`config.mk`:
```
export PLATFORM = sky130hd
export DESIGN_NAME = cps_mmr
export DESIGN_NICKNAME = d
export VERILOG_FILES = /design/src/verilog/cps_video_pkg.sv /design/src/verilog/cps_mmr.sv
export SDC_FILE = /design/constraint.sdc
export NUM_CORES = 1
export LEC_CHECK = 0
export ABC_AREA = 0
export BUFFER_PORTS_ARGS = -buffer_cell sky130_fd_sc_hd__buf_2
export CORE_MARGIN = 4
export CORE_UTILIZATION = 55
export DETAILED_ROUTE_END_ITERATION = 16
export PLACE_DENSITY = 0.79
export SKIP_LAST_GASP = 1
export SYNTH_ARGS = -nofsm -noshare
export SYNTH_HDL_FRONTEND = slang
export SYNTH_SLANG_ARGS = --single-unit
```
`constraint.sdc`:
```
create_clock -name clk -period 3.35 [get_ports clk]
set_input_delay 0.1675 -clock clk [delete_from_list [all_inputs] [get_ports clk]]
set_output_delay 0.1675 -clock clk [all_outputs]
set_load 0.02 [all_outputs]
```
`src/verilog/cps_video_pkg.sv`:
```
package cps_video_pkg;

    // Raster geometry, counted in pixel enables and lines
    localparam int H_TOTAL      = 512;
    localparam int H_ACT_START  = 64;
    localparam int H_ACT_END    = 447;
    localparam int H_SYNC_START = 464;
    localparam int H_SYNC_END   = 495;

    localparam int V_TOTAL      = 262;
    localparam int V_ACT_START  = 16;
    localparam int V_ACT_END    = 239;
    localparam int V_SYNC_START = 244;
    localparam int V_SYNC_END   = 246;

    typedef logic [8:0] hcnt_t;
    typedef logic [8:0] vcnt_t;

    // Layer pixel is colour in 9:4, pen in 3:0
    typedef logic [9:0] layer_pxl_t;
    localparam logic [3:0] PEN_CLEAR = 4'd15;

    // 0 object, 1..3 scroll layers
    typedef logic [1:0] layer_id_t;
    localparam layer_id_t LAYER_OBJ = 2'd0;

    typedef logic [11:0] pal_addr_t;
    localparam int PAL_DEPTH = 4096;

    // Brightness, red, green, blue nibbles from the top
    typedef logic [15:0] pal_word_t;
    typedef logic [7:0]  color_t;

    // Layer input to RGB output, also the blanking delay
    localparam int BLNK_DLY = 3;

    typedef logic [4:0]  reg_addr_t;
    typedef logic [15:0] data_t;

    localparam reg_addr_t REG_PPU_CTRL   = 5'd0;
    localparam reg_addr_t REG_LAYER_CTRL = 5'd1;
    localparam reg_addr_t REG_RASTER     = 5'd2;
    localparam reg_addr_t REG_PAL_ADDR   = 5'd3;
    localparam reg_addr_t REG_PAL_DATA   = 5'd4;

endpackage

```
`src/verilog/cps_mmr.sv`:
```
module cps_mmr (
    input  logic                      clk,
    input  logic                      rst,
    input  logic                      pxl_cen,
    input  logic                      ppu_cs,
    input  logic                      cpu_rnw,
    input  cps_video_pkg::reg_addr_t  addr,
    input  logic [1:0]                dsn,
    input  cps_video_pkg::data_t      cpu_dout,
    output cps_video_pkg::data_t      mmr_dout,
    input  cps_video_pkg::vcnt_t      vdump,
    output logic [2:0]                scr_en,
    output logic [7:0]                layer_order,
    output logic                      raster,
    output logic                      pal_we,
    output cps_video_pkg::pal_addr_t  pal_waddr,
    output cps_video_pkg::pal_word_t  pal_wdata
);

    cps_video_pkg::data_t     ppu_ctrl;
    cps_video_pkg::data_t     layer_ctrl;
    cps_video_pkg::data_t     raster_ctrl;
    cps_video_pkg::pal_addr_t pal_ptr;
    logic                     cpu_wr;
    logic                     cpu_rd;
    logic                     pal_port_wr;

    assign cpu_wr      = ppu_cs && !cpu_rnw;
    assign cpu_rd      = ppu_cs && cpu_rnw;
    assign pal_port_wr = cpu_wr && (addr == cps_video_pkg::REG_PAL_DATA);

    assign scr_en      = ppu_ctrl[3:1];
    assign layer_order = layer_ctrl[7:0];

    // dsn[1] is the upper byte strobe
    function automatic cps_video_pkg::data_t lane_merge(
        input cps_video_pkg::data_t cur,
        input cps_video_pkg::data_t din,
        input logic [1:0]           lanes
    );
        cps_video_pkg::data_t res;
        res = cur;
        if (!lanes[1]) res[15:8] = din[15:8];
        if (!lanes[0]) res[7:0] = din[7:0];
        return res;
    endfunction

    always_ff @(posedge clk or posedge rst) begin
        if (rst) begin
            ppu_ctrl    <= '0;
            layer_ctrl  <= '0;
            raster_ctrl <= '0;
            pal_ptr     <= '0;
            pal_we      <= 1'b0;
        end else begin
            pal_we <= pal_port_wr;
            if (cpu_wr) begin
                case (addr)
                    cps_video_pkg::REG_PPU_CTRL:
                        ppu_ctrl <= lane_merge(ppu_ctrl, cpu_dout, dsn);
                    cps_video_pkg::REG_LAYER_CTRL:
                        layer_ctrl <= lane_merge(layer_ctrl, cpu_dout, dsn);
                    cps_video_pkg::REG_RASTER:
                        raster_ctrl <= lane_merge(raster_ctrl, cpu_dout, dsn);
                    cps_video_pkg::REG_PAL_ADDR:
                        pal_ptr <= cps_video_pkg::pal_addr_t'(
                            lane_merge(cps_video_pkg::data_t'(pal_ptr), cpu_dout, dsn));
                    // Pointer wraps at the palette size by its width
                    cps_video_pkg::REG_PAL_DATA:
                        pal_ptr <= pal_ptr + 1'b1;
                    default: ;
                endcase
            end
        end
    end

    // Palette write payload, launched with pal_we
    always_ff @(posedge clk or posedge rst) begin
        if (rst) begin
            pal_waddr <= '0;
            pal_wdata <= '0;
        end else if (pal_port_wr) begin
            pal_waddr <= pal_ptr;
            pal_wdata <= cpu_dout;
        end
    end

    always_ff @(posedge clk or posedge rst) begin
        if (rst) begin
            mmr_dout <= '0;
        end else if (cpu_rd) begin
            case (addr)
                cps_video_pkg::REG_PPU_CTRL:   mmr_dout <= ppu_ctrl;
                cps_video_pkg::REG_LAYER_CTRL: mmr_dout <= layer_ctrl;
                cps_video_pkg::REG_RASTER:     mmr_dout <= raster_ctrl;
                cps_video_pkg::REG_PAL_ADDR:   mmr_dout <= cps_video_pkg::data_t'(pal_ptr);
                default:                       mmr_dout <= '0;
            endcase
        end
    end

    // Line match against the raster register, bit 9 enables it
    always_ff @(posedge clk or posedge rst) begin
        if (rst) begin
            raster <= 1'b0;
        end else if (pxl_cen) begin
            raster <= raster_ctrl[9] && (vdump == raster_ctrl[8:0]);
        end
    end

    // A palette write leaves the pointer one past the written entry
    a_pal_we_src: assert property (
        @(posedge clk) disable iff (rst)
        pal_we |-> (pal_ptr == cps_video_pkg::pal_addr_t'(pal_waddr + 1'b1))
    ) else $error("palette write issued without a pointer step");

endmodule

```
Word level (Yosys, flattened, before mapping)
Cells that the tools add are included.

Word-level logic and storage cells: 42. Register bits after elaboration: 106. Input port bits: 37. Output and inout port bits: 57.

Multiplexer cells: 4. Add/subtract/negate cells: 1. Bitwise logic cells: 2. Reductions and logical operators: 15. Eq/ne operators: 7.

Operators by type and width (number): 16-bit one-hot mux with 4 select lines (1); 12-bit one-hot mux with 2 select lines (1); 3-bit AND reduction (8); 12-bit by 1-bit adder with 12-bit output, second input constant (1); 5-bit by 2-bit == test with 1-bit output, second input constant (2); 9-bit == test (1); 8-bit two-way mux (1); 5-bit by 1-bit == test with 1-bit output, second input constant (1); 5-bit by 3-bit == test with 1-bit output, second input constant (1); 5-bit zero test (1); 1-bit logical AND (4); 4-bit two-way mux (1); 2-bit inequality test, second input constant (2); 1-bit inverter (2); 2-bit nonzero test (1); 1-bit zero test (1).

Depth between registers and ports, before layout
Depth after elaboration: 3. Depth in mapped cells: 6. Depth with buffers taken out: 5.

Worst setup path after synthesis
No wires, ideal clock.

Path kind: in2reg. Start: input port addr[4]. End: register pal_waddr[0]. Slack: 1.892 ns. Data required time: 3.225 ns. Cell stages on the path: 6. Data arrival time: 1.333 ns. Library setup time: 0.125 ns. Path buffers: 1. Path through: nor4b_2 > o21a_2 > nand2_2 > inv_6 > buf_12 > mux2_4.

Cells in the longest elaborated chain, start to end: 2.

Ends and longest elaborated chain: start, declared (RTL line cps_mmr.sv:7) `input cps_video_pkg::reg_addr_t addr,`; 5-bit by 3-bit == test with 1-bit output (RTL line cps_mmr.sv:30) `assign pal_port_wr = cpu_wr && (addr == cps_video_pkg::REG_PAL_DATA);`; 1-bit logical AND (RTL line cps_mmr.sv:30); end signal, assigned (RTL line cps_mmr.sv:83) `pal_waddr <= pal_ptr;`; end, declared (RTL line cps_mmr.sv:16) `output cps_video_pkg::pal_addr_t pal_waddr,`.

Every way passes these cells. A chain may end at the register's enable or synchronous reset.

Worst setup path in the final report
Start: input port addr[1]. End: register pal_waddr[5].

The elaborated chain is that of the path after synthesis.

==> results.json <==
{
  "status": "complete, no violations",
  "dr.pass1.iters": 4,
  "finalSetupTns_ns": 0,
  "grt-ovfl-total": 0,
  "drcViolationCount": 0,
  "p_per_area_nw_per_um2": 451.2,
  "clockBufferDepth": 2,
  "io_buffer_count": 93,
  "insertion_delay_ns": 0.36,
  "yosys.area.top_type": "dfrtp_1",
  "synth_top_area_share_pct": 53.09,
  "syn_area_per_cell_um2": 13.65,
  "synth_edf_count": 0,
  "rows": 34,
  "end_kind": "register",
  "syn-num-nets": 404,
  "ios": 94,
  "min_period_ns": 1.958,
  "htreeDepth": 3,
  "die_x_um": 103.3,
  "worstSetupPathType": "in2reg",
  "cts.sinks": 106,
  "seq_area_frac_synth_pct": 53.09,
  "drtIter0Drc": 164,
  "cts_root_buf": "clkbuf_8",
  "path_max_fanout": 28,
  "cts_tree": "done",
  "maxSlewHeadroom_pct": 44.58,
  "mostFrequentLayoutCells": "dfrtp_1 (106), buf_2 (93), mux2_2 (59)",
  "detail-route-antenna-nets": 0,
  "vdd_drop_max_mv": 0.2593,
  "layout-area-overhead-vs-synth_pct": 13.20,
  "grt_max_degree": 53,
  "crit_arrival_ns": 2.21,
  "wirelength_um": 11100,
  "yosysWarningCount": 0,
  "worstPathRequired_ns": 3.60,
  "drv_slew": 0,
  "max_freq_mhz": 510.8,
  "rsz0062_at_grt": "no",
  "start_util_pct": 57.01,
  "antenna_found_initial": 0,
  "yosys.cell_types.count": 43,
  "dieArea_um2": 10670,
  "antennaDiodeCount": 0,
  "max-cap-violations": 0,
  "synthArstFlopShare_pct": 100.0,
  "finalSetupViolCount": 0,
  "p_leak_nw": 2.833,
  "die_y_um": 103.3,
  "numCtsBuffers": 9,
  "grt_pass1_vias": 3448,
  "post_cts_buffers": 0,
  "synth_cells": 366,
  "coreArea_um2": 8763,
  "synth_area_leaders": "dfrtp_1 (53%), mux2_2 (13%), mux2_4 (5.7%)",
  "finalCritPeriodShare_pct": 58.44,
  "fin_hold_ws_ns": 0.07611,
  "grt_usage_pct": 22.34,
  "syn_area_um2": 4996,
  "yosys_most_used_dff": "dfrtp_1",
  "place.gp.congestion": 0.8398,
  "hold_viol": 0,
  "dr_total_vias": 3348,
  "dp_hpwl_um": 7923,
  "wl_per_cell_um": 19.71,
  "cts.clk_slew.worst_paths_ns": 0.10,
  "grt_pass1_wl_um": 17950,
  "yosys_register_bits": 106,
  "critPathLaunchType": "primary input",
  "final_nets": 489,
  "skew_ns": 0.01201,
  "viasPerCell": 5.947,
  "worstMarginPinSlew_ns": 0.8296,
  "hold_path_class": "in2reg",
  "drive_above_1_share_pct": 47.03,
  "final_common_cell": "dfrtp_1"
}
-- sequential cells by signal (all words and copies together) (netlist names) --
register and flops:
layer_ctrl 16, mmr_dout 16, pal_ptr 12, pal_waddr 12, pal_wdata 16, pal_we 1, ppu_ctrl 16, raster 1
raster_ctrl 16
-- Yosys cell counts (all sizes together) (3+ instances only) --
library cell	count
a21oi	12
a22o	10
a2bb2oi	8
and3	3
buf	22
clkbuf	4
dfrtp	106
inv	5
mux2	78
mux2i	5
mux4	10
nand2	15
nand3	15
nand4	7
nor2	9
nor2b	4
nor3	5
o21ai	14
o22ai	6
xnor2	5
xor2	4
-- kinds of logic (layout without fill, tap and decap cells) --
kind of cell | Yosys count | in the layout | share of synthesized area [%]
multiplexers | 93 | 93 | 24.52
adder cells (fa/ha/maj) | 1 | 1 | 0.2504
AO/OA/AOI/OAI | 57 | 57 | 7.664
flip-flops | 106 | 106 | 53.09
XOR/XNOR | 9 | 9 | 1.578
buffers and inverters | 31 | 120 | 4.207
AND/OR/NAND/NOR | 69 | 69 | 8.690
-- layer usage --
layer / vias up / part of all wire, % / track usage, %
met5: - / 0 / 0
li1: 1522 / - / -
met4: 0 / 1.2 / 7.669
met1: 1705 / 44 / 31.29
met2: 111 / 49 / 35.52
met3: 10 / 5.9 / 4.024
-- per-stage QoR --
| stage | cell area (µm²) | instances | power [mW] | utilization (%) | setup slack (ns) |
|---|---|---|---|---|---|
| 4_1_cts | 5655 | 563 | 2.570 | 64.53 | 1.415 |
| 3_3_place_gp | 5450 | 546 | 1.796 | 62.19 | 1.151 |
| 2_1_floorplan | 4996 | 366 | 1.693 | - | 0.3936 |
| 5_1_grt | 5655 | 563 | 2.668 | 64.53 | 1.308 |
| 3_5_place_dp | 5450 | 546 | 1.814 | 62.19 | 1.036 |
| 6_report | 5655 | 563 | 2.552 | 64.53 | 1.392 |
-- path summary, 6_finish.rpt --
| kind | depth (start not counted) | endpoint | from | slack (ns) |
|---|---|---|---|---|
| setup / recovery | 6 | pal_waddr[5] | addr[1] | 1.39 |
| hold / removal | 2 | pal_wdata[13] | cpu_dout[13] | 0.08 |
| setup reg to reg | 5 | pal_ptr[6] | pal_ptr[0] | 1.71 |
| hold reg to reg | 2 | mmr_dout[14] | mmr_dout[14] | 0.49 |
| max in group asynchronous | 4 | pal_ptr[4] | rst | 2.10 |
| min in group asynchronous | 3 | mmr_dout[10] | rst | 0.43 |
-- worst max-delay path, cell delays in order --
cell and delay [ns]:
buf_2 0.48, nor4bb_1 0.41, o21a_2 0.32, nand2_2 0.13, inv_6 0.29, mux2_2 0.38
-- area by class of cell --
| type | count | area (µm²) |
|---|---|---|
| fill | 680 | 3108 |
| multi-input combinational | 229 | 2133 |
| tap | 108 | 135.1 |
| clock buffer | 11 | 131.4 |
| timing repair buffer | 100 | 523.0 |
| sequential | 106 | 2653 |
| clock inverter | 4 | 53.80 |
| inverter | 5 | 26.28 |
-- what timing repair did --
item	CTS	global route
hold buffers	2	0
endpoints found under the setup margin	0	0
endpoints found under the hold margin	51	0
resized for setup	0	0
-- power breakdown --
| group | switching [mW] | internal (mW) |
|---|---|---|
| logic | 0.169 | 0.157 |
| clock network | 0.415 | 0.344 |
| registers | 0.0986 | 1.37 |
(Power assumes the default switching activity.)
