### src/verilog/cps_video_pkg.sv
package cps_video_pkg;

    // Raster geometry, counted in pixel enables and lines
    localparam int H_TOTAL      = 512;
    localparam int H_ACT_START  = 64;
    localparam int H_ACT_END    = 447;
    localparam int H_SYNC_START = 464;
    localparam int H_SYNC_END   = 495;

    localparam int V_TOTAL      = 262;
    localparam int V_ACT_START  = 16;
    localparam int V_ACT_END    = 239;
    localparam int V_SYNC_START = 244;
    localparam int V_SYNC_END   = 246;

    typedef logic [8:0] hcnt_t;
    typedef logic [8:0] vcnt_t;

    // Layer pixel is colour in 9:4, pen in 3:0
    typedef logic [9:0] layer_pxl_t;
    localparam logic [3:0] PEN_CLEAR = 4'd15;

    // 0 object, 1..3 scroll layers
    typedef logic [1:0] layer_id_t;
    localparam layer_id_t LAYER_OBJ = 2'd0;

    typedef logic [11:0] pal_addr_t;
    localparam int PAL_DEPTH = 4096;

    // Brightness, red, green, blue nibbles from the top
    typedef logic [15:0] pal_word_t;
    typedef logic [7:0]  color_t;

    // Layer input to RGB output, also the blanking delay
    localparam int BLNK_DLY = 3;

    typedef logic [4:0]  reg_addr_t;
    typedef logic [15:0] data_t;

    localparam reg_addr_t REG_PPU_CTRL   = 5'd0;
    localparam reg_addr_t REG_LAYER_CTRL = 5'd1;
    localparam reg_addr_t REG_RASTER     = 5'd2;
    localparam reg_addr_t REG_PAL_ADDR   = 5'd3;
    localparam reg_addr_t REG_PAL_DATA   = 5'd4;

endpackage

### src/verilog/cps_colmix.sv
module cps_colmix (
    input  logic                       clk,
    input  logic                       rst,
    input  logic                       pxl_cen,
    input  logic [2:0]                 scr_en,
    input  logic [7:0]                 layer_order,
    input  cps_video_pkg::layer_pxl_t  obj_pxl,
    input  cps_video_pkg::layer_pxl_t  scr1_pxl,
    input  cps_video_pkg::layer_pxl_t  scr2_pxl,
    input  cps_video_pkg::layer_pxl_t  scr3_pxl,
    output cps_video_pkg::pal_addr_t   pal_addr
);

    cps_video_pkg::layer_id_t  sel_id;
    cps_video_pkg::layer_pxl_t sel_pxl;

    function automatic cps_video_pkg::layer_pxl_t layer_pixel(
        input cps_video_pkg::layer_id_t id
    );
        cps_video_pkg::layer_pxl_t res;
        case (id)
            2'd1:    res = scr1_pxl;
            2'd2:    res = scr2_pxl;
            2'd3:    res = scr3_pxl;
            default: res = obj_pxl;
        endcase
        return res;
    endfunction

    // Objects cannot be switched off
    function automatic logic layer_on(input cps_video_pkg::layer_id_t id);
        logic res;
        if (id == cps_video_pkg::LAYER_OBJ) begin
            res = 1'b1;
        end else begin
            res = scr_en[id - 2'd1];
        end
        return res;
    endfunction

    // Walk bottom to top so the highest qualifying slot wins
    always_comb begin
        cps_video_pkg::layer_id_t  slot_id;
        cps_video_pkg::layer_pxl_t slot_pxl;
        sel_id  = layer_order[1:0];
        sel_pxl = layer_pixel(layer_order[1:0]);
        for (int i = 0; i < 4; i++) begin
            slot_id  = layer_order[2*i +: 2];
            slot_pxl = layer_pixel(slot_id);
            if (layer_on(slot_id) && slot_pxl[3:0] != cps_video_pkg::PEN_CLEAR) begin
                sel_id  = slot_id;
                sel_pxl = slot_pxl;
            end
        end
    end

    always_ff @(posedge clk or posedge rst) begin
        if (rst) begin
            pal_addr <= '0;
        end else if (pxl_cen) begin
            pal_addr <= {sel_id, sel_pxl};
        end
    end

endmodule

### config.mk
export PLATFORM = sky130hd
export DESIGN_NAME = cps_colmix
export DESIGN_NICKNAME = d
export VERILOG_FILES = /design/src/verilog/cps_video_pkg.sv /design/src/verilog/cps_colmix.sv
export SDC_FILE = /design/constraint.sdc
export NUM_CORES = 1
export LEC_CHECK = 0
export ABC_CLOCK_PERIOD_IN_PS = 2200
export BUFFER_PORTS_ARGS = -buffer_cell sky130_fd_sc_hd__buf_2
export CAP_MARGIN = 20
export CORE_ASPECT_RATIO = 1.25
export CORE_UTILIZATION = 57
export CTS_CLUSTER_SIZE = 16
export DETAILED_ROUTE_END_ITERATION = 8
export PLACE_DENSITY_LB_ADDON = 0.3
export SKIP_LAST_GASP = 1
export SLEW_MARGIN = 15
export SYNTH_ARGS = -nofsm -noshare
export SYNTH_HDL_FRONTEND = slang
export SYNTH_SLANG_ARGS = --single-unit
### constraint.sdc
create_clock -name clk -period 2.2 [get_ports clk]
set_input_delay 0 -clock clk [delete_from_list [all_inputs] [get_ports clk]]
set_output_delay 0 -clock clk [all_outputs]
set_load 0.01 [all_outputs]
# --- After elaboration in Yosys (flattened, before gate mapping) ---
# Index checks and enable logic that the tools add are counted.
classes:
  n_reduce_logical: 6
  mux: 19
  eq_ne: 15
  add_sub_neg: 3
  n_lt_le_gt_ge: 3
op_table:
  columns: ["op", "count"]
  rows:
  - ["$pmux W10 S3", 4]
  - ["$mux W10", 3]
  - ["$eq A2 B2 Y1 const B", 8]
  - ["$ne A4 B4 Y1 const B", 3]
  - ["$lt A2 B3 Y1 const B", 3]
  - ["$eq A2 B1 Y1 const B", 4]
  - ["$bmux W1 S2", 3]
  - ["$logic_not A2 Y1", 3]
  - ["$mux W1", 6]
  - ["$mux W2", 3]
  - ["$sub A2 B1 Y2 const B", 3]
  - ["$logic_and A1 B1 Y1", 3]
word_totals:
  word_cells: 47
  reg_bits: 12
  in_bits: 54
  output_inout_bits: 12

# --- Longest topological paths before layout ---
depth:
  depth_word: 8
  ltp_mapped: 10
  mapped_depth_nobuf: 8

# --- Worst setup path after synthesis ---
# OpenSTA, ideal clock, no wires.
synth_path:
  path_kind: "input-to-reg"
  from: "input layer_order[4]"
  to: "register pal_addr[5]"
  setup_ns: 0.129
  required_time_ns: 2.071
  n_path_buf: 1
  t_arrival_ns: 1.621
  path_slack_ns: 0.450
  path_stages: 9
  cell_sequence: "inv_1 > ha_1 > mux2_4 > a221oi_4 > a41o_2 > buf_6 > o21ai_1 > a21oi_2 > o31ai_2"
synth_between:
  elab_chain_len: 7
  elab_cells_between_ends: 13
  classes_between: "add/sub: 1; eq/ne: 4; mux: 6; reduce/logical: 2"
synth_rtl:
  columns: ["element", "line", "rtl"]
  rows:
  - ["from (decl)", "cps_colmix.sv:6", "input logic [7:0] layer_order,"]
  - ["$sub A2 B1 Y2", "cps_colmix.sv:36", "res = scr_en[id - 2'd1];"]
  - ["$bmux W1 S2", "cps_colmix.sv:36", null]
  - ["$mux W1 (implied by the code)", "cps_colmix.sv:36", null]
  - ["$mux W1", "cps_colmix.sv:33", "if (id == cps_video_pkg::LAYER_OBJ) begin"]
  - ["$logic_and A1 B1 Y1", "cps_colmix.sv:50", "if (layer_on(slot_id) && slot_pxl[3:0] != cps_video_pkg::PEN_CLEAR) begin"]
  - ["$mux W10 (*) (2 in series)", "cps_colmix.sv:50", null]
  - ["to (signal assigned)", "cps_colmix.sv:61", "pal_addr <= {sel_id, sel_pxl};"]
  - ["to (decl)", "cps_colmix.sv:11", "output cps_video_pkg::pal_addr_t pal_addr"]
# Every way passes the cells marked *; elsewhere a longest branch is shown, timed or not. The select of a mux whose other input is x is not followed.
# A chain may end at the register's enable or synchronous reset.

# --- Final worst setup path ---
layout_path:
  from: "input layer_order[6]"
  to: "register pal_addr[1]"
layout_between:
  elab_chain_len: 6
  elab_cells_between_ends: 12
  classes_between: "add/sub: 1; eq/ne: 4; mux: 5; reduce/logical: 2"
layout_rtl:
  columns: ["element", "line"]
  rows:
  - ["$sub A2 B1 Y2", "cps_colmix.sv:36"]
  - ["$bmux W1 S2", "cps_colmix.sv:36"]
  - ["$mux W1 (implied by the code)", "cps_colmix.sv:36"]
  - ["$mux W1", "cps_colmix.sv:33"]
  - ["$logic_and A1 B1 Y1", "cps_colmix.sv:50"]
  - ["$mux W10 (*)", "cps_colmix.sv:50"]
# Marks and branches as above.

==> summary.md <==
| Metric | Value |
|---|---|
| Routed via count | 2532 |
| CP Capture Type | register |
| Hold Path Class | input port to register |
| Gate count after technology mapping | 258 |
| Buffers from clock root to sink, at most | 2 |
| Root cell of the clock tree | clkbuf_8 |
| Initial Util | 0.610 |
| Run status | complete, but fails checks |
| Fmax achieved | 525 MHz |
| Placed cell count | 356 |
| Final sum of negative setup slack | 0 ns |
| Part of the Yosys area used for sequential elements | 0.138 |
| Transition time of the tightest slew-check pin | 0.507 ns |
| Area growth, synth to finish | 19.8% |
| Number of detailed-route iterations in the first pass | 9 |
| RSZ-0062 raised after global routing | no |
| Post-synthesis instance area | 0.00218 mm² |
| Horizontal die dimension | 57.3 µm |
| Hold-fix buffers at CTS | 1 |
| Mean post-synth cell area | 8.44 µm² |
| Number of nets with antenna violations after detailed routing | 0 |
| Registers with the most flip-flops | pal_addr x12 |
| Die extent in y | 71.1 µm |
| Floorplan Core Area | 0.00357 mm² |
| Number of endpoints with negative hold slack in the final report | 0 |
| Violated checks | DRC |
| Data arrival time of the critical path | 2.04 ns |
| Share of flip-flops with an asynchronous set or reset after synthesis | 1.00 |
| Setup slack of the worst register-to-register path | 1.28 ns |
| # Max-Cap Violations | 0 |
| Setup skew after layout | 0 ns |
| Die Area | 0.00407 mm² |
| Fraction of post-synthesis cell area in the top cell type by area | 0.138 |
| Vias in the first global route | 2347 |
| Relative slew margins | 0.662 |
| Synth warn | 0 |
| TritonCTS clock tree | done |
| Leading post-synthesis cells by instance count | 32 x a21oi_1, 22 x nor2b_1, 18 x a222oi_1 |
| Leading register cell type out of synthesis | dfrtp_1 |
| Count of standard-cell rows | 24 |
| Global-route wire length before repair | 11500 µm |
| Final WS setup | 0.297 ns |
| Ordered cell list for the critical path | buf_2 -> inv_1 -> ha_1 -> a22oi_1 -> a21oi_1 -> nand4_1 -> o21a_1 -> nand2b_1 -> buf_4 -> o31ai_1 |
| Critical path start-end classification | input port to register |
| Total setup violations reported at the end of the flow | 0 |
| Fraction of layout cells with a size suffix above 1 | 0.363 |
| Max reg flops | 12 |
| Final Wtd Congestion | 0.980 |
| Antenna violations before repair | 0 |
| Leakage power | 1.15 nW |
| Share of the clock period used by the worst path | 0.865 |
| Maximum number of pins on one net before global-route repair | 26 |
| Overall Global Routing Usage | 0.359 |
| Post-synth cell types | 40 |
| Setup fix buffers added after clock tree synthesis | 0 |
| Post-layout minimum cycle time | 1.90 ns |
| Layout net count | 389 |
| Type of origin of the critical path | input port |
| Largest driver fanout on the critical path | 9 |
| GRT overflow | 0 |
| Iteration-0 DRC Markers | 364 |
| CTS Buf Count | 3 |
| Number of enable flip-flop cells after synthesis | 0 |
| Most frequent cell after synthesis | a21oi_1 |
| Top post-synthesis cells by area | dfrtp_1 14%, mux4_2 10%, a222oi_1 8.3% |
| CTS sink count | 12 |
| Number of resized instances in the post-cts repair step | 0 |
| Power Density | 466 mW/mm² |
| Total length of routed wires | 6990 µm |
| Cell taking the most area after synthesis | dfrtp_1 |
| Post-detailed-route via-to-cell ratio | 7.01 |
| Cell with the largest stage delay on the worst path | ha_1 |
| PortBufs | 65 |
| Clock transition at path regs | 0.06 ns |
| Number of pins with negative max-slew slack in the final report | 0 |
| Post-synthesis register bit count | 12 |
| Io pins | 66 |
| Average wire length per cell after detail routing | 19.4 µm |
| Synthesized Nets | 324 |
| Final worst hold slack | 0.0567 ns |
| Largest register by flop count | pal_addr |
| Maximum single-stage delay on the critical path | 0.40 ns |
| Remaining routing DRC violations | 4 |
| Worst-case vdd ir drop | 0.253 mV |
| Required arrival time at the worst endpoint | 2.34 ns |
| Number of levels the H-tree was split into | 1 |
| Clock insertion delay at the later pin of the skew report | 0.24 ns |
| Number of diodes | 0 |
| Final std cells w/o fill | 361 |
| Post-Place Worst Slack | 0.0699 ns |
| Half-perimeter wire length after placement | 5280 µm |
[cell usage in the layout (no fill, tap or decap), types with 2 or more instances in the layout]
master    Yosys  layout
a211o_1       2       2
a21boi_1      3       3
a21oi_1      32      32
a21oi_2       8       8
a222oi_1     18      18
a22o_1        2       2
a22oi_1      12      12
a31oi_1      14      14
buf_2        12      65
buf_4         3      16
clkbuf_8      0       4
dfrtp_1      12      12
ha_1         12      12
inv_1        15      15
mux2_4        2       2
mux2i_1       7       7
mux4_2       10      10
nand2_1       9       9
nand3_1       5       5
nor2_1       17      17
nor2b_1      22      22
o21ai_0       8       8
o21ai_1       4       4
o31ai_1       3       3
o31ai_2       6       6
[per-stage QoR]
stage,cell area (µm²),power [mW],utilization
after floorplan,2180,0.734,-
after global placement,2540,0.944,0.712
after detailed placement,2540,0.956,0.712
after CTS,2610,1.20,0.730
after global routing,2610,1.28,0.730
final,2610,1.22,0.730
[where the power goes]
group,internal (mW),switching (mW)
clock,0.158,0.0861
sequential,0.264,0.0190
combinational,0.303,0.386
[cell type report]
class                      instances  area (µm²)
inverter                          15        56.3
multi-input combinational        209        1690
timing repair buffer              82         455
tap                               39        48.8
fill                             295         963
sequential                        12         300
clock buffer                       4        55.1
[worst max-delay path, delay by kind of cell]
kind            cells  cell delay, ns
simple gates        2            0.31
compound gates      4            0.89
fa+ha+maj           1            0.40
buf+inv             3            0.44
[metal layers]
| metal | vias up | share of wire | wire length, µm | global-route usage |
|---|---|---|---|---|
| met2 | 158 | 0.48 | 3390 | 0.586 |
| met5 | - | 0 | 0 | 0 |
| met1 | 1201 | 0.41 | 2850 | 0.507 |
| met4 | 0 | 0.012 | 87 | 0.100 |
| met3 | 8 | 0.095 | 665 | 0.0311 |
| li1 | 1165 | - | - | - |
[path summary, 6_finish.rpt]
kind	start	endpoint	cells past startpoint
worst min register to register	pal_addr[11]$_DFFE_PP0P_	pal_addr[11]$_DFFE_PP0P_	2
min in group asynchronous	rst	pal_addr[6]$_DFFE_PP0P_	3
worst max register to register	pal_addr[8]$_DFFE_PP0P_	pal_addr[8]$_DFFE_PP0P_	3
max in group asynchronous	rst	pal_addr[9]$_DFFE_PP0P_	3
worst min-delay path	layer_order[7]	pal_addr[11]$_DFFE_PP0P_	3
worst max-delay path	layer_order[6]	pal_addr[1]$_DFFE_PP0P_	10
[cells by family (layout without fill, tap and decap cells)]
kind of cell	after synthesis	after routing	synth area share
buffers and inverters	37	101	0.0844
flip-flops	12	12	0.138
AND/OR/NAND/NOR	56	56	0.129
adder cells (fa/ha/maj)	12	12	0.0689
multiplexers	19	19	0.149
AO/OA/AOI/OAI	122	122	0.430
No activity file was read; power rests on OpenSTA's default activity.
