<file path="src/verilog/cps_video_pkg.sv">
package cps_video_pkg;

    // Raster geometry, counted in pixel enables and lines
    localparam int H_TOTAL      = 512;
    localparam int H_ACT_START  = 64;
    localparam int H_ACT_END    = 447;
    localparam int H_SYNC_START = 464;
    localparam int H_SYNC_END   = 495;

    localparam int V_TOTAL      = 262;
    localparam int V_ACT_START  = 16;
    localparam int V_ACT_END    = 239;
    localparam int V_SYNC_START = 244;
    localparam int V_SYNC_END   = 246;

    typedef logic [8:0] hcnt_t;
    typedef logic [8:0] vcnt_t;

    // Layer pixel is colour in 9:4, pen in 3:0
    typedef logic [9:0] layer_pxl_t;
    localparam logic [3:0] PEN_CLEAR = 4'd15;

    // 0 object, 1..3 scroll layers
    typedef logic [1:0] layer_id_t;
    localparam layer_id_t LAYER_OBJ = 2'd0;

    typedef logic [11:0] pal_addr_t;
    localparam int PAL_DEPTH = 4096;

    // Brightness, red, green, blue nibbles from the top
    typedef logic [15:0] pal_word_t;
    typedef logic [7:0]  color_t;

    // Layer input to RGB output, also the blanking delay
    localparam int BLNK_DLY = 3;

    typedef logic [4:0]  reg_addr_t;
    typedef logic [15:0] data_t;

    localparam reg_addr_t REG_PPU_CTRL   = 5'd0;
    localparam reg_addr_t REG_LAYER_CTRL = 5'd1;
    localparam reg_addr_t REG_RASTER     = 5'd2;
    localparam reg_addr_t REG_PAL_ADDR   = 5'd3;
    localparam reg_addr_t REG_PAL_DATA   = 5'd4;

endpackage

</file>
<file path="src/verilog/cps_timing.sv">
module cps_timing (
    input  logic                  clk,
    input  logic                  rst,
    input  logic                  pxl_cen,
    output cps_video_pkg::hcnt_t  hdump,
    output cps_video_pkg::vcnt_t  vdump,
    output logic                  HB,
    output logic                  VB,
    output logic                  HS,
    output logic                  VS
);

    cps_video_pkg::hcnt_t h_nxt;
    cps_video_pkg::vcnt_t v_nxt;
    logic                 h_wrap;

    assign h_wrap = (hdump == cps_video_pkg::hcnt_t'(cps_video_pkg::H_TOTAL - 1));

    // Next counts, flags are decoded from these so they register in step
    always_comb begin
        h_nxt = hdump + 1'b1;
        v_nxt = vdump;
        if (h_wrap) begin
            h_nxt = '0;
            if (vdump == cps_video_pkg::vcnt_t'(cps_video_pkg::V_TOTAL - 1)) begin
                v_nxt = '0;
            end else begin
                v_nxt = vdump + 1'b1;
            end
        end
    end

    always_ff @(posedge clk or posedge rst) begin
        if (rst) begin
            hdump <= '0;
            vdump <= '0;
            // Count zero sits in both blanking intervals
            HB    <= 1'b1;
            VB    <= 1'b1;
            HS    <= 1'b0;
            VS    <= 1'b0;
        end else if (pxl_cen) begin
            hdump <= h_nxt;
            vdump <= v_nxt;
            HB    <= (h_nxt < cps_video_pkg::H_ACT_START) ||
                     (h_nxt > cps_video_pkg::H_ACT_END);
            VB    <= (v_nxt < cps_video_pkg::V_ACT_START) ||
                     (v_nxt > cps_video_pkg::V_ACT_END);
            HS    <= (h_nxt >= cps_video_pkg::H_SYNC_START) &&
                     (h_nxt <= cps_video_pkg::H_SYNC_END);
            VS    <= (v_nxt >= cps_video_pkg::V_SYNC_START) &&
                     (v_nxt <= cps_video_pkg::V_SYNC_END);
        end
    end

    // Line count stays inside the frame
    a_vdump_range: assert property (
        @(posedge clk) disable iff (rst)
        vdump < cps_video_pkg::V_TOTAL
    ) else $error("vdump left the frame");

endmodule

</file>
<file path="config.mk">
export PLATFORM = sky130hd
export DESIGN_NAME = cps_timing
export DESIGN_NICKNAME = d
export VERILOG_FILES = /design/src/verilog/cps_video_pkg.sv /design/src/verilog/cps_timing.sv
export SDC_FILE = /design/constraint.sdc
export NUM_CORES = 1
export LEC_CHECK = 0
export BUFFER_PORTS_ARGS = -buffer_cell sky130_fd_sc_hd__buf_2
export CAP_MARGIN = 10
export CORE_MARGIN = 5
export CORE_UTILIZATION = 44
export CTS_CLUSTER_DIAMETER = 50
export DETAILED_ROUTE_END_ITERATION = 12
export SYNTH_ARGS = -nofsm -noshare
export SYNTH_HDL_FRONTEND = slang
export SYNTH_SLANG_ARGS = --single-unit
</file>
<file path="constraint.sdc">
create_clock -name clk -period 3.1 [get_ports clk]
set_input_delay 0.31 -clock clk [delete_from_list [all_inputs] [get_ports clk]]
set_output_delay 0.31 -clock clk [all_outputs]
set_load 0.005 [all_outputs]
</file>
# Word-level counts from Yosys, hierarchy flattened
# Index checks and enable logic that the tools add are counted.
# Widths: inputs -> output; s select.
# totals
in_bits	3
wordCells	25
reg_bits	22
out_inout_bits	22
# classes
magnitude_cmp	8
n_reduce_logical	4
eq_ne	2
muxes	3
add_sub_neg	2
# op_table
operator	n
$mux 9	3
$add 9x1->9 const B	2
$eq 9x9->1 const B	2
$ge 9x8->1 const B	1
$ge 9x9->1 const B	1
$gt 9x8->1 const B	1
$gt 9x9->1 const B	1
$le 9x8->1 const B	1
$le 9x9->1 const B	1
$lt 9x5->1 const B	1
$lt 9x7->1 const B	1
$logic_and 1x1->1	2
$logic_or 1x1->1	2

# Longest topological paths before layout
# Gate-level depths: netlist of run 1.
# logic_depth
ltp_word	5
ltp_mapped	11
mapped_depth_nobuf	10

# Worst setup path before layout of run 1
# Ideal clock, no wire load.
# synth_timing
kind	reg2reg
startpoint	reg hdump[0]
endpoint	reg VB
path_slack_ns	0.443
period_less_slack_ns	2.657
t_required_ns	3.036
arrival_time_ns	2.593
path_stages_with_launch	12
n_path_buf	1
setup_ns	0.064
path_cell_list	dfrtp_1 > ha_1 > and3_1 > and3_1 > buf_2 > and3_1 > ha_1 > and4_4 > and2_4 > a41oi_1 > or4_1 > nand3_1
# synth_via
elab_chain_cells	4
elab_cells_between_ends	5
classes_between	order compare: 2; eq/ne: 1; mux: 1; reduce/logical: 1
# synth_lines
item	line_no	text
from (decl)	cps_timing.sv:5	output cps_video_pkg::hcnt_t hdump,
from (signal assigned)	cps_timing.sv:43	hdump <= h_nxt;
$eq 9x9->1 (*)	cps_timing.sv:17	assign h_wrap = (hdump == cps_video_pkg::hcnt_t'(cps_video_pkg::H_TOTAL - 1));
$mux 9 (*)	cps_timing.sv:23	if (h_wrap) begin
$lt 9x5->1 / $gt 9x8->1 (equally long branches)	cps_timing.sv:47, cps_timing.sv:48	
$logic_or 1x1->1 (*)	cps_timing.sv:47	VB <= (v_nxt < cps_video_pkg::V_ACT_START) ||
to (signal assigned)	cps_timing.sv:47	
to (decl)	cps_timing.sv:8	output logic VB,
# Every way passes the cells marked *; elsewhere a longest branch is shown, timed or not.
# A chain may end at the register's enable or synchronous reset.

# Worst setup path in the final report of run 1
# layout_timing
startpoint	reg hdump[1]
endpoint	reg VB
# The elaborated chain is that of the path after synthesis.

==> results_dict.tcl, run 1 <==
set metrics [dict create \
    outcome "complete, no violations" \
    numPortBuffers 24 \
    synth_top_area_share_pct 33.7 \
    p_leak_nw 0.748 \
    combPwrFrac_pct 22.5 \
    clock_skew_ns 0.00772 \
    synth_area_per_cell_um2 8.83 \
    start_util_pct 44.8 \
    grt_max_degree 23 \
    p_per_area_mw_per_mm2 425 \
    pwr-share-seq_pct 54.5 \
    yosysWarnings 0 \
    cts-htree-levels 1 \
    grt_pass1_wl_um 5950 \
    period_share_pct 91.2 \
    gp_congestion 0.845 \
    clkTransAtPathRegs_ns 0.13 \
    ioPinCount 25 \
    hold_class "primary input to async pin" \
    maxCapViolCount 0 \
    crit_path_max_incr_delay_ns 0.49 \
    async_flop_share_pct 100 \
    netSwitchingFraction_pct 32.9 \
    wirelength_um 3420 \
    ys_types 45 \
    track_usage_pct 16.7 \
    final_antenna_net_count 0 \
    synth_largest_area_cell "dfrtp_1" \
    cts_buffer_depth 2 \
    relSlewSlack_pct 43.2 \
    wl_met3_um 184 \
    vias 1315 \
    antenna_cells 0 \
    dieHeight_um 68.1 \
    final_layout_size_suffix_gt1_share_pct 21.9 \
    peakVddDrop_v 0.000150 \
    crit_type "flip-flop to flip-flop" \
    setup-tns-final_ns 0 \
    rsz0062_at_grt "false" \
    overflow 0 \
    cts_sinks 22 \
    worst_pin_slew_ns 0.851 \
    grt_pass1_vias 1272 \
    ys_top_cells_by_count "23 x nand2_1, 20 x dfrtp_1, 17 x o21ai_0" \
    hold_viol 0 \
    cts_made_buffers 3 \
    p_int_mw 0.475 \
    synth_area_leaders "dfrtp_1 34%, nand2_1 5.8%, o21ai_0 5.7%, ha_1 4.2%, xnor2_1 4.1%" \
    slew_viol_final 0 \
    max_freq_mhz 354 \
    dp_hpwl_um 2480 \
    setup_viol 0 \
    top_layer "met4" \
    route.met2.wl_um 1470 \
    core_area_mm2 0.00331 \
    synthesis.area_mm2 0.00148 \
    antenna_found_initial 0 \
    post-route-min-period_ns 2.83 \
    pwr-share-clk_pct 23.0 \
    post-route-cell-area_mm2 0.00166 \
    drcViolationCount 0 \
    yosysMostFrequentCell "nand2_1" \
    syn_nets 176 \
    arrival_ns 3.10 \
    drt-pass1-iter-count 4 \
    area.growth.synth_to_final_pct 12.1 \
    drt_iter0_markers 66 \
    fp.dieW_um 68.1 \
    synth_top_flop_cell "dfrtp_1" \
    met1_length_um 1730 \
    holdBufCountCts 0 \
    avgRoutedWirePerCell_um 14.7 \
    fin_nets 196 \
    required_ns 3.37 \
    syn_inst 168 \
    synth_seq_area_share_pct 37.3 \
    postCtsSetupBuffers 0 \
    worst-path-buf-inv 0 \
    cp_max_fo 6 \
    ys_ff_latch 22 \
    slowest_stage "or4_1" \
    cpMostUsedCell "and3_1" \
    path_cells "ha_2, and3_1, and3_1, and3_1, ha_2, nand4_2, o41ai_1, a41oi_1, or4_1, nand3_1" \
    power_switching_mw 0.232 \
    postPlaceCellArea_mm2 0.00162 \
    cts_tree "built" \
    clk_latency_ns 0.31 \
    viasPerCell 5.64 \
    cts-resized-gates 0 \
    die_area_mm2 0.00463 \
    row_count 21 \
    startpoint_type "flip-flop" \
    path_delay_family "simple AND/OR/NAND/NOR gates" \
    synth_edf_count 0 \
    cts_root_buffer "clkbuf_4" \
    end_kind "flip-flop" \
]
-- routing by layer --
layer	global-route usage (%)	up-vias
met2	25.6	38
met1	24.2	616
met5	0	-
met3	2.63	4
li1	-	657
met4	4.47	0
-- worst paths after layout --
kind,end,from,cells after the start,slack (ns)
setup / recovery,VB,hdump[1],10,0.27
hold / removal,vdump[4],rst,2,0.15
setup reg to reg,VB,hdump[1],10,0.27
hold reg to reg,VS,VS,1,0.51
max in group asynchronous,hdump[0],rst,2,2.37
min in group clk,vdump[4],pxl_cen,3,0.40
-- cells by family (layout without fill, tap and decap cells) --
logic type	Yosys count	count (layout)	synth area share, %
compound gates	45	45	20.2
xor+xnor	9	9	5.31
fa+ha+maj	5	5	4.22
simple gates	68	68	26.4
buf+inv	17	36	5.23
mux	2	2	1.43
flops	22	22	37.3
-- state kept, by name, indices dropped and copies added, names as in the netlist --
register,cells
hdump,9
VB,1
vdump,9
VS,1
HB,1
HS,1
-- per-stage QoR --
step / hold slack [ns] / cells / setup slack (ns) / util, % / power, mW
floorplan: 0.298 / 168 / 0.443 / - / 0.486
global placement: 0.470 / 229 / 0.350 / 49.0 / 0.543
detailed placement: 0.480 / 229 / 0.260 / 49.0 / 0.548
CTS: 0.174 / 233 / 0.210 / 50.1 / 0.712
global route: 0.233 / 233 / 0.0451 / 50.3 / 0.758
finish: 0.145 / 233 / 0.272 / 50.3 / 0.707
-- power groups by stage --
stage,combinational [mW],sequential (mW),clock [mW]
finish,0.159,0.385,0.162
global route,0.187,0.394,0.177
CTS,0.160,0.383,0.169
detailed placement,0.160,0.389,0
global placement,0.157,0.386,0
floorplan,0.122,0.364,0
-- final cells by class --
class | instances | area (um2)
multi-input combinational | 129 | 858
timing repair buffer | 26 | 135
sequential | 22 | 554
inverter | 6 | 22.5
tap | 46 | 57.6
fill | 322 | 1650
clock buffer | 4 | 36.3
-- cells in the final DEF, fill, tap and decap left out, drive strengths merged, types with 5 or more instances in the layout --
| cell type | n |
|---|---|
| o21ai | 17 |
| nand4 | 7 |
| ha | 5 |
| nand3 | 5 |
| inv | 5 |
| dfrtp | 20 |
| nand2 | 23 |
| nor2 | 8 |
| nor3 | 5 |
| xnor2 | 7 |
| buf | 26 |
| a21oi | 6 |
(Power assumes the default switching activity.)
==> run 2: changes to the inputs <==
- BUFFER_PORTS_ARGS: -buffer_cell sky130_fd_sc_hd__buf_2 -> -buffer_cell sky130_fd_sc_hd__buf_4
- SLEW_MARGIN: not set -> 10
==> run 2 against run 1 <==
Setup slack lost 0.058 ns. Die area is the same. Sequential share of layout area shrank 1.1 points. Largest cell class unchanged. Routed wire length grew 1.6%. Highest routed layer unchanged. Sequential power is essentially flat. Global-route usage shrank 0.33 points. Design area grew 3.4%.
==> results_dict.tcl, run 2 (synthesis results as in run 1) <==
set metrics [dict create \
    cts_tree "built" \
    path_cells "ha_2, and3_1, and3_1, and3_1, ha_1, nand4_2, o41ai_2, a41oi_1, or4_1, nand3_1" \
    cts-htree-levels 1 \
    core_area_mm2 0.00331 \
    antenna_found_initial 0 \
    whs_ns 0.163 \
    hold_viol 0 \
    cts_buffer_depth 2 \
    row_count 21 \
    antenna_cells 0 \
    reg2reg_from "hdump[1]" \
    period_share_pct 93.1 \
    drt-pass1-iter-count 4 \
    start_util_pct 44.8 \
    overflow 0 \
    crit_path_max_incr_delay_ns 0.50 \
    fin_nets 196 \
    dieHeight_um 68.1 \
    p_leak_nw 0.750 \
    maxCapViolCount 0 \
    cts_sinks 22 \
    max_freq_mhz 347 \
    cp_max_fo 6 \
    die_area_mm2 0.00463 \
    grt_pass1_wl_um 5820 \
    path_delay_family "simple AND/OR/NAND/NOR gates" \
    startpoint_type "flip-flop" \
    gp_congestion 0.846 \
    postCtsSetupBuffers 0 \
    hold_class "primary input to async pin" \
    vias 1363 \
    final_layout_size_suffix_gt1_share_pct 22.0 \
    wirelength_um 3470 \
    setup-tns-final_ns 0 \
    post-route-cell-area_mm2 0.00172 \
    cpMostUsedCell "and3_1" \
    setup_viol 0 \
    cts_made_buffers 3 \
    clock_skew_ns 0.00234 \
    outcome "complete, no violations" \
    post-route-min-period_ns 2.89 \
    avgRoutedWirePerCell_um 15.0 \
    relSlewSlack_pct 43.4 \
    clk_latency_ns 0.31 \
    final_common_cell "buf_4" \
    fp.dieW_um 68.1 \
    final_cell_mix "26 x buf_4, 23 x nand2_1, 19 x dfrtp_1" \
    end_kind "flip-flop" \
    final_antenna_net_count 0 \
    required_ns 3.36 \
    worst_pin_slew_ns 0.848 \
    area.growth.synth_to_final_pct 15.9 \
    crit_type "flip-flop to flip-flop" \
    top_regs "hdump x9, vdump x9" \
    clkTransAtPathRegs_ns 0.12 \
    drt_iter0_markers 106 \
    grt_max_degree 23 \
    worst-path-buf-inv 0 \
    arrival_ns 3.14 \
    crit_path_start "hdump[1]" \
    peakVddDrop_v 0.000222 \
    rsz0062_at_grt "false" \
    ioPinCount 25 \
    slowest_stage "or4_1" \
    p_per_area_mw_per_mm2 404 \
    postPlaceCellArea_mm2 0.00168 \
    cts_root_buffer "clkbuf_4" \
    dp_hpwl_um 2530 \
    track_usage_pct 16.3 \
    viasPerCell 5.88 \
    slew_viol_final 0 \
    numPortBuffers 24 \
    drcViolationCount 0 \
    grt_pass1_vias 1226 \
]
-- run 2: cell count changes in the layout (fill, tap and decap cells not counted), sizes merged --
| cell | before | now |
|---|---|---|
| clkbuf | 4 | 3 |
-- run 2: worst paths after layout --
| kind | endpoint | slack (ns) | cells past startpoint |
|---|---|---|---|
| max in group asynchronous | hdump[0] | 2.37 | 2 |
| min in group clk | hdump[0] | 0.33 | 2 |
| setup / recovery | VB | 0.21 | 10 |
| hold reg to reg | HS | 0.50 | 2 |
| setup reg to reg | VB | 0.21 | 10 |
| hold / removal | hdump[3] | 0.16 | 2 |
-- run 2: through the flow --
step / setup slack, ns / power [mW] / instances / util [%]
after floorplan: 0.443 / 0.486 / 168 / -
after global placement: 0.334 / 0.563 / 229 / 50.8
after detailed placement: 0.179 / 0.566 / 229 / 50.8
after CTS: 0.120 / 0.699 / 232 / 51.5
after global routing: 0.0202 / 0.749 / 232 / 52.0
final: 0.214 / 0.695 / 232 / 52.0
-- run 2: timing repair --
item | 4_1_cts | 5_1_grt
resized for setup | 0 | 4
hold buffers | 0 | 0
setup endpoints to repair | 0 | 2
-- run 2: power breakdown --
part	internal (mW)	switching, mW
Combinational	0.0986	0.0782
Sequential	0.322	0.0621
Clock	0.0454	0.0891
Total	0.466	0.229
-- run 2: layout make-up --
class / count / area [um2]
Fill cell: 336 / 1590
Multi-Input combinational cell: 129 / 868
Sequential cell: 22 / 554
Timing Repair Buffer: 26 / 195
Tap cell: 46 / 57.6
Clock buffer: 3 / 22.5
Inverter: 6 / 22.5
-- run 2: routing by layer --
layer	GRT usage [%]	share of wire, %	vias to the layer above
li1	-	-	651
met1	24.1	47	644
met2	24.7	45	64
met3	2.63	7.9	4
met4	4.22	0.60	0
met5	0	0	-
==> run 3: changes to the inputs <==
- ABC_AREA: not set -> 1
- CAP_MARGIN: 10 -> 20
- PLACE_DENSITY: not set -> 0.65
==> run 3 against run 2 <==
Die area is 4.8% lower. Count of clock-buffer cells in the layout is 1 higher. Hold slack worse by 0.0046 ns. Design area is 4.1% lower. Routed wire length is 7.5% lower. Register-to-register slack better by 0.60 ns. Maximum frequency is 26% higher. Clock skew is 0.0044 ns higher. Critical path depth is 4 higher. Highest routed layer unchanged.
==> results_dict.tcl, run 3 <==
set metrics [dict create \
    outcome "complete, no violations" \
    clk_latency_ns 0.31 \
    row_count 20 \
    cp_max_fo 6 \
    overflow 0 \
    startpoint_type "flip-flop" \
    final_layout_size_suffix_gt1_share_pct 15.6 \
    slew_viol_final 0 \
    start_util_pct 45.9 \
    top_regs "hdump x9, vdump x9" \
    synth_area_leaders "dfrtp_1 36%, nand2_1 20%, inv_1 7.2%, nand3_1 5.7%, nor2_1 5.4%" \
    hold_class "primary input to async pin" \
    ioPinCount 25 \
    yosysWarnings 0 \
    finalPower_mw 0.898 \
    numPortBuffers 24 \
    r2r_cells 14 \
    clkTransAtPathRegs_ns 0.13 \
    final_antenna_net_count 0 \
    cts_made_buffers 3 \
    ys_types 23 \
    hold_viol 0 \
    final_common_cell "nand2_1" \
    drt_iter0_markers 92 \
    peakVddDrop_v 0.000223 \
    core_area_mm2 0.00305 \
    crit_path_start "hdump[0]" \
    num-fill-cells 313 \
    syn_inst 206 \
    dieHeight_um 66.4 \
    gp_congestion 0.835 \
    track_usage_pct 17.6 \
    vias 1326 \
    drt-pass1-iter-count 5 \
    async_flop_share_pct 100 \
    antenna_found_initial 0 \
    slowest_stage "dfrtp_1" \
    grt_max_degree 24 \
    dp_hpwl_um 2430 \
    die_area_mm2 0.00441 \
    wirelength_um 3210 \
    synth_seq_area_share_pct 39.5 \
    clock_skew_ns 0.00672 \
    antenna_cells 0 \
    fin_nets 240 \
    cts_tree "built" \
    worst_pin_slew_ns 0.841 \
    synth_top_flop_cell "dfrtp_1" \
    grt_pass1_wl_um 5970 \
    worstReg2RegEnd "VS" \
    postCtsSetupBuffers 0 \
    synth_largest_area_cell "dfrtp_1" \
    grt_pass1_vias 1280 \
    crit_end "VS" \
    synth_edf_count 0 \
    period_share_pct 73.7 \
    reg2reg_from "hdump[0]" \
    max_freq_mhz 438 \
    path_delay_family "simple AND/OR/NAND/NOR gates" \
    final_cell_mix "76 x nand2_1, 27 x inv_1, 24 x buf_4" \
    p_leak_nw 0.874 \
    crit_path_max_incr_delay_ns 0.43 \
    arrival_ns 2.54 \
    fp.dieW_um 66.4 \
    p_per_area_mw_per_mm2 544 \
    required_ns 3.35 \
    viasPerCell 4.82 \
    cts_sinks 22 \
    rsz0062_at_grt "false" \
    r2r_slack_ns 0.81 \
    crit_type "flip-flop to flip-flop" \
    avgRoutedWirePerCell_um 11.7 \
    cts-htree-levels 1 \
    cpMostUsedCell "nand2_1" \
    cts-resized-gates 0 \
    setup-tns-final_ns 0 \
    synth_area_per_cell_um2 6.80 \
    cts_root_buffer "clkbuf_4" \
    ys_ff_latch 22 \
    cp.depth 14 \
    setup_viol 0 \
    post-route-min-period_ns 2.29 \
    ys_top_cells_by_count "76 x nand2_1, 27 x inv_1, 20 x dfrtp_1, 20 x nor2_1, 16 x nand3_1" \
    worst-path-buf-inv 0 \
    holdBufCountCts 0 \
    yosysMostFrequentCell "nand2_1" \
    relSlewSlack_pct 43.9 \
    cts_buffer_depth 2 \
    syn_nets 214 \
    drcViolationCount 0 \
    maxCapViolCount 0 \
    synthesis.area_mm2 0.00140 \
    end_kind "flip-flop" \
    area.growth.synth_to_final_pct 17.9 \
    synth_top_area_share_pct 35.7 \
    path_cells "ha_1, nand3_1, nor2_1, nand2_1, nor2_1, ha_1, nand2_2, nor2_4, nand2_1, nand2_1, nand3_1, nor2_1, nand4_1, nand2_1" \
]
-- run 3: cell count changes in the layout (fill, tap and decap cells not counted), moves of 4 or more --
cell     change
inv_1       +22
nand2_2      +4
nand3_1     +11
xnor2_1      -7
nor2_1      +12
nand4_1      -4
and3_1       -4
nand2_1     +53
-- run 3: final cells by class --
class	instances	area, um2	area share, %
Sequential cell	22	553	33.5
Multi-Input combinational cell	153	721	43.7
Clock buffer	4	36.3	2.20
Timing Repair Buffer	24	180	10.9
Tap cell	44	55.1	3.34
Inverter	28	105	6.37
-- run 3: power by group --
| part | internal [mW] | switching (mW) |
|---|---|---|
| Sequential | 0.351 | 0.0805 |
| Clock | 0.0717 | 0.0888 |
| Combinational | 0.146 | 0.160 |
-- run 3: logic make-up after synthesis --
group / after synthesis / synth area share (%)
simple gates: 122 / 36.5
flops: 22 / 39.5
fa+ha+maj: 5 / 4.47
buf+inv: 31 / 9.03
compound gates: 26 / 10.5
-- run 3: worst min path at each step --
stage,start,to,slack [ns],cells after the start
2_1_floorplan,rst,HS,0.30,1
3_3_place_gp,HB,HB,0.46,2
3_5_place_dp,HS,HS,0.47,2
4_1_cts,rst,HS,0.18,2
5_1_grt,rst,hdump[4],0.22,2
6_report,rst,HS,0.16,2
-- run 3: per-stage QoR --
stage | utilization, % | setup slack [ns] | hold WS, ns | instances | instance area [um2]
global route | 54.1 | 0.357 | 0.218 | 275 | 1650
detailed placement | 52.9 | 0.839 | 0.466 | 271 | 1610
CTS | 54.1 | 0.789 | 0.179 | 275 | 1650
global placement | 52.9 | 0.911 | 0.464 | 271 | 1610
floorplan | - | 1.07 | 0.298 | 206 | 1400
finish | 54.1 | 0.815 | 0.158 | 275 | 1650
-- run 3: routing by layer --
metal / part of all wire, % / track usage (%) / wire (um) / up-vias
met5: 0 / 0 / 0 / -
met2: 41 / 24.8 / 1330 / 45
li1: - / - / - / 701
met3: 5.3 / 2.72 / 171 / 5
met1: 52 / 26.9 / 1660 / 575
met4: 1.5 / 6.09 / 47 / 0
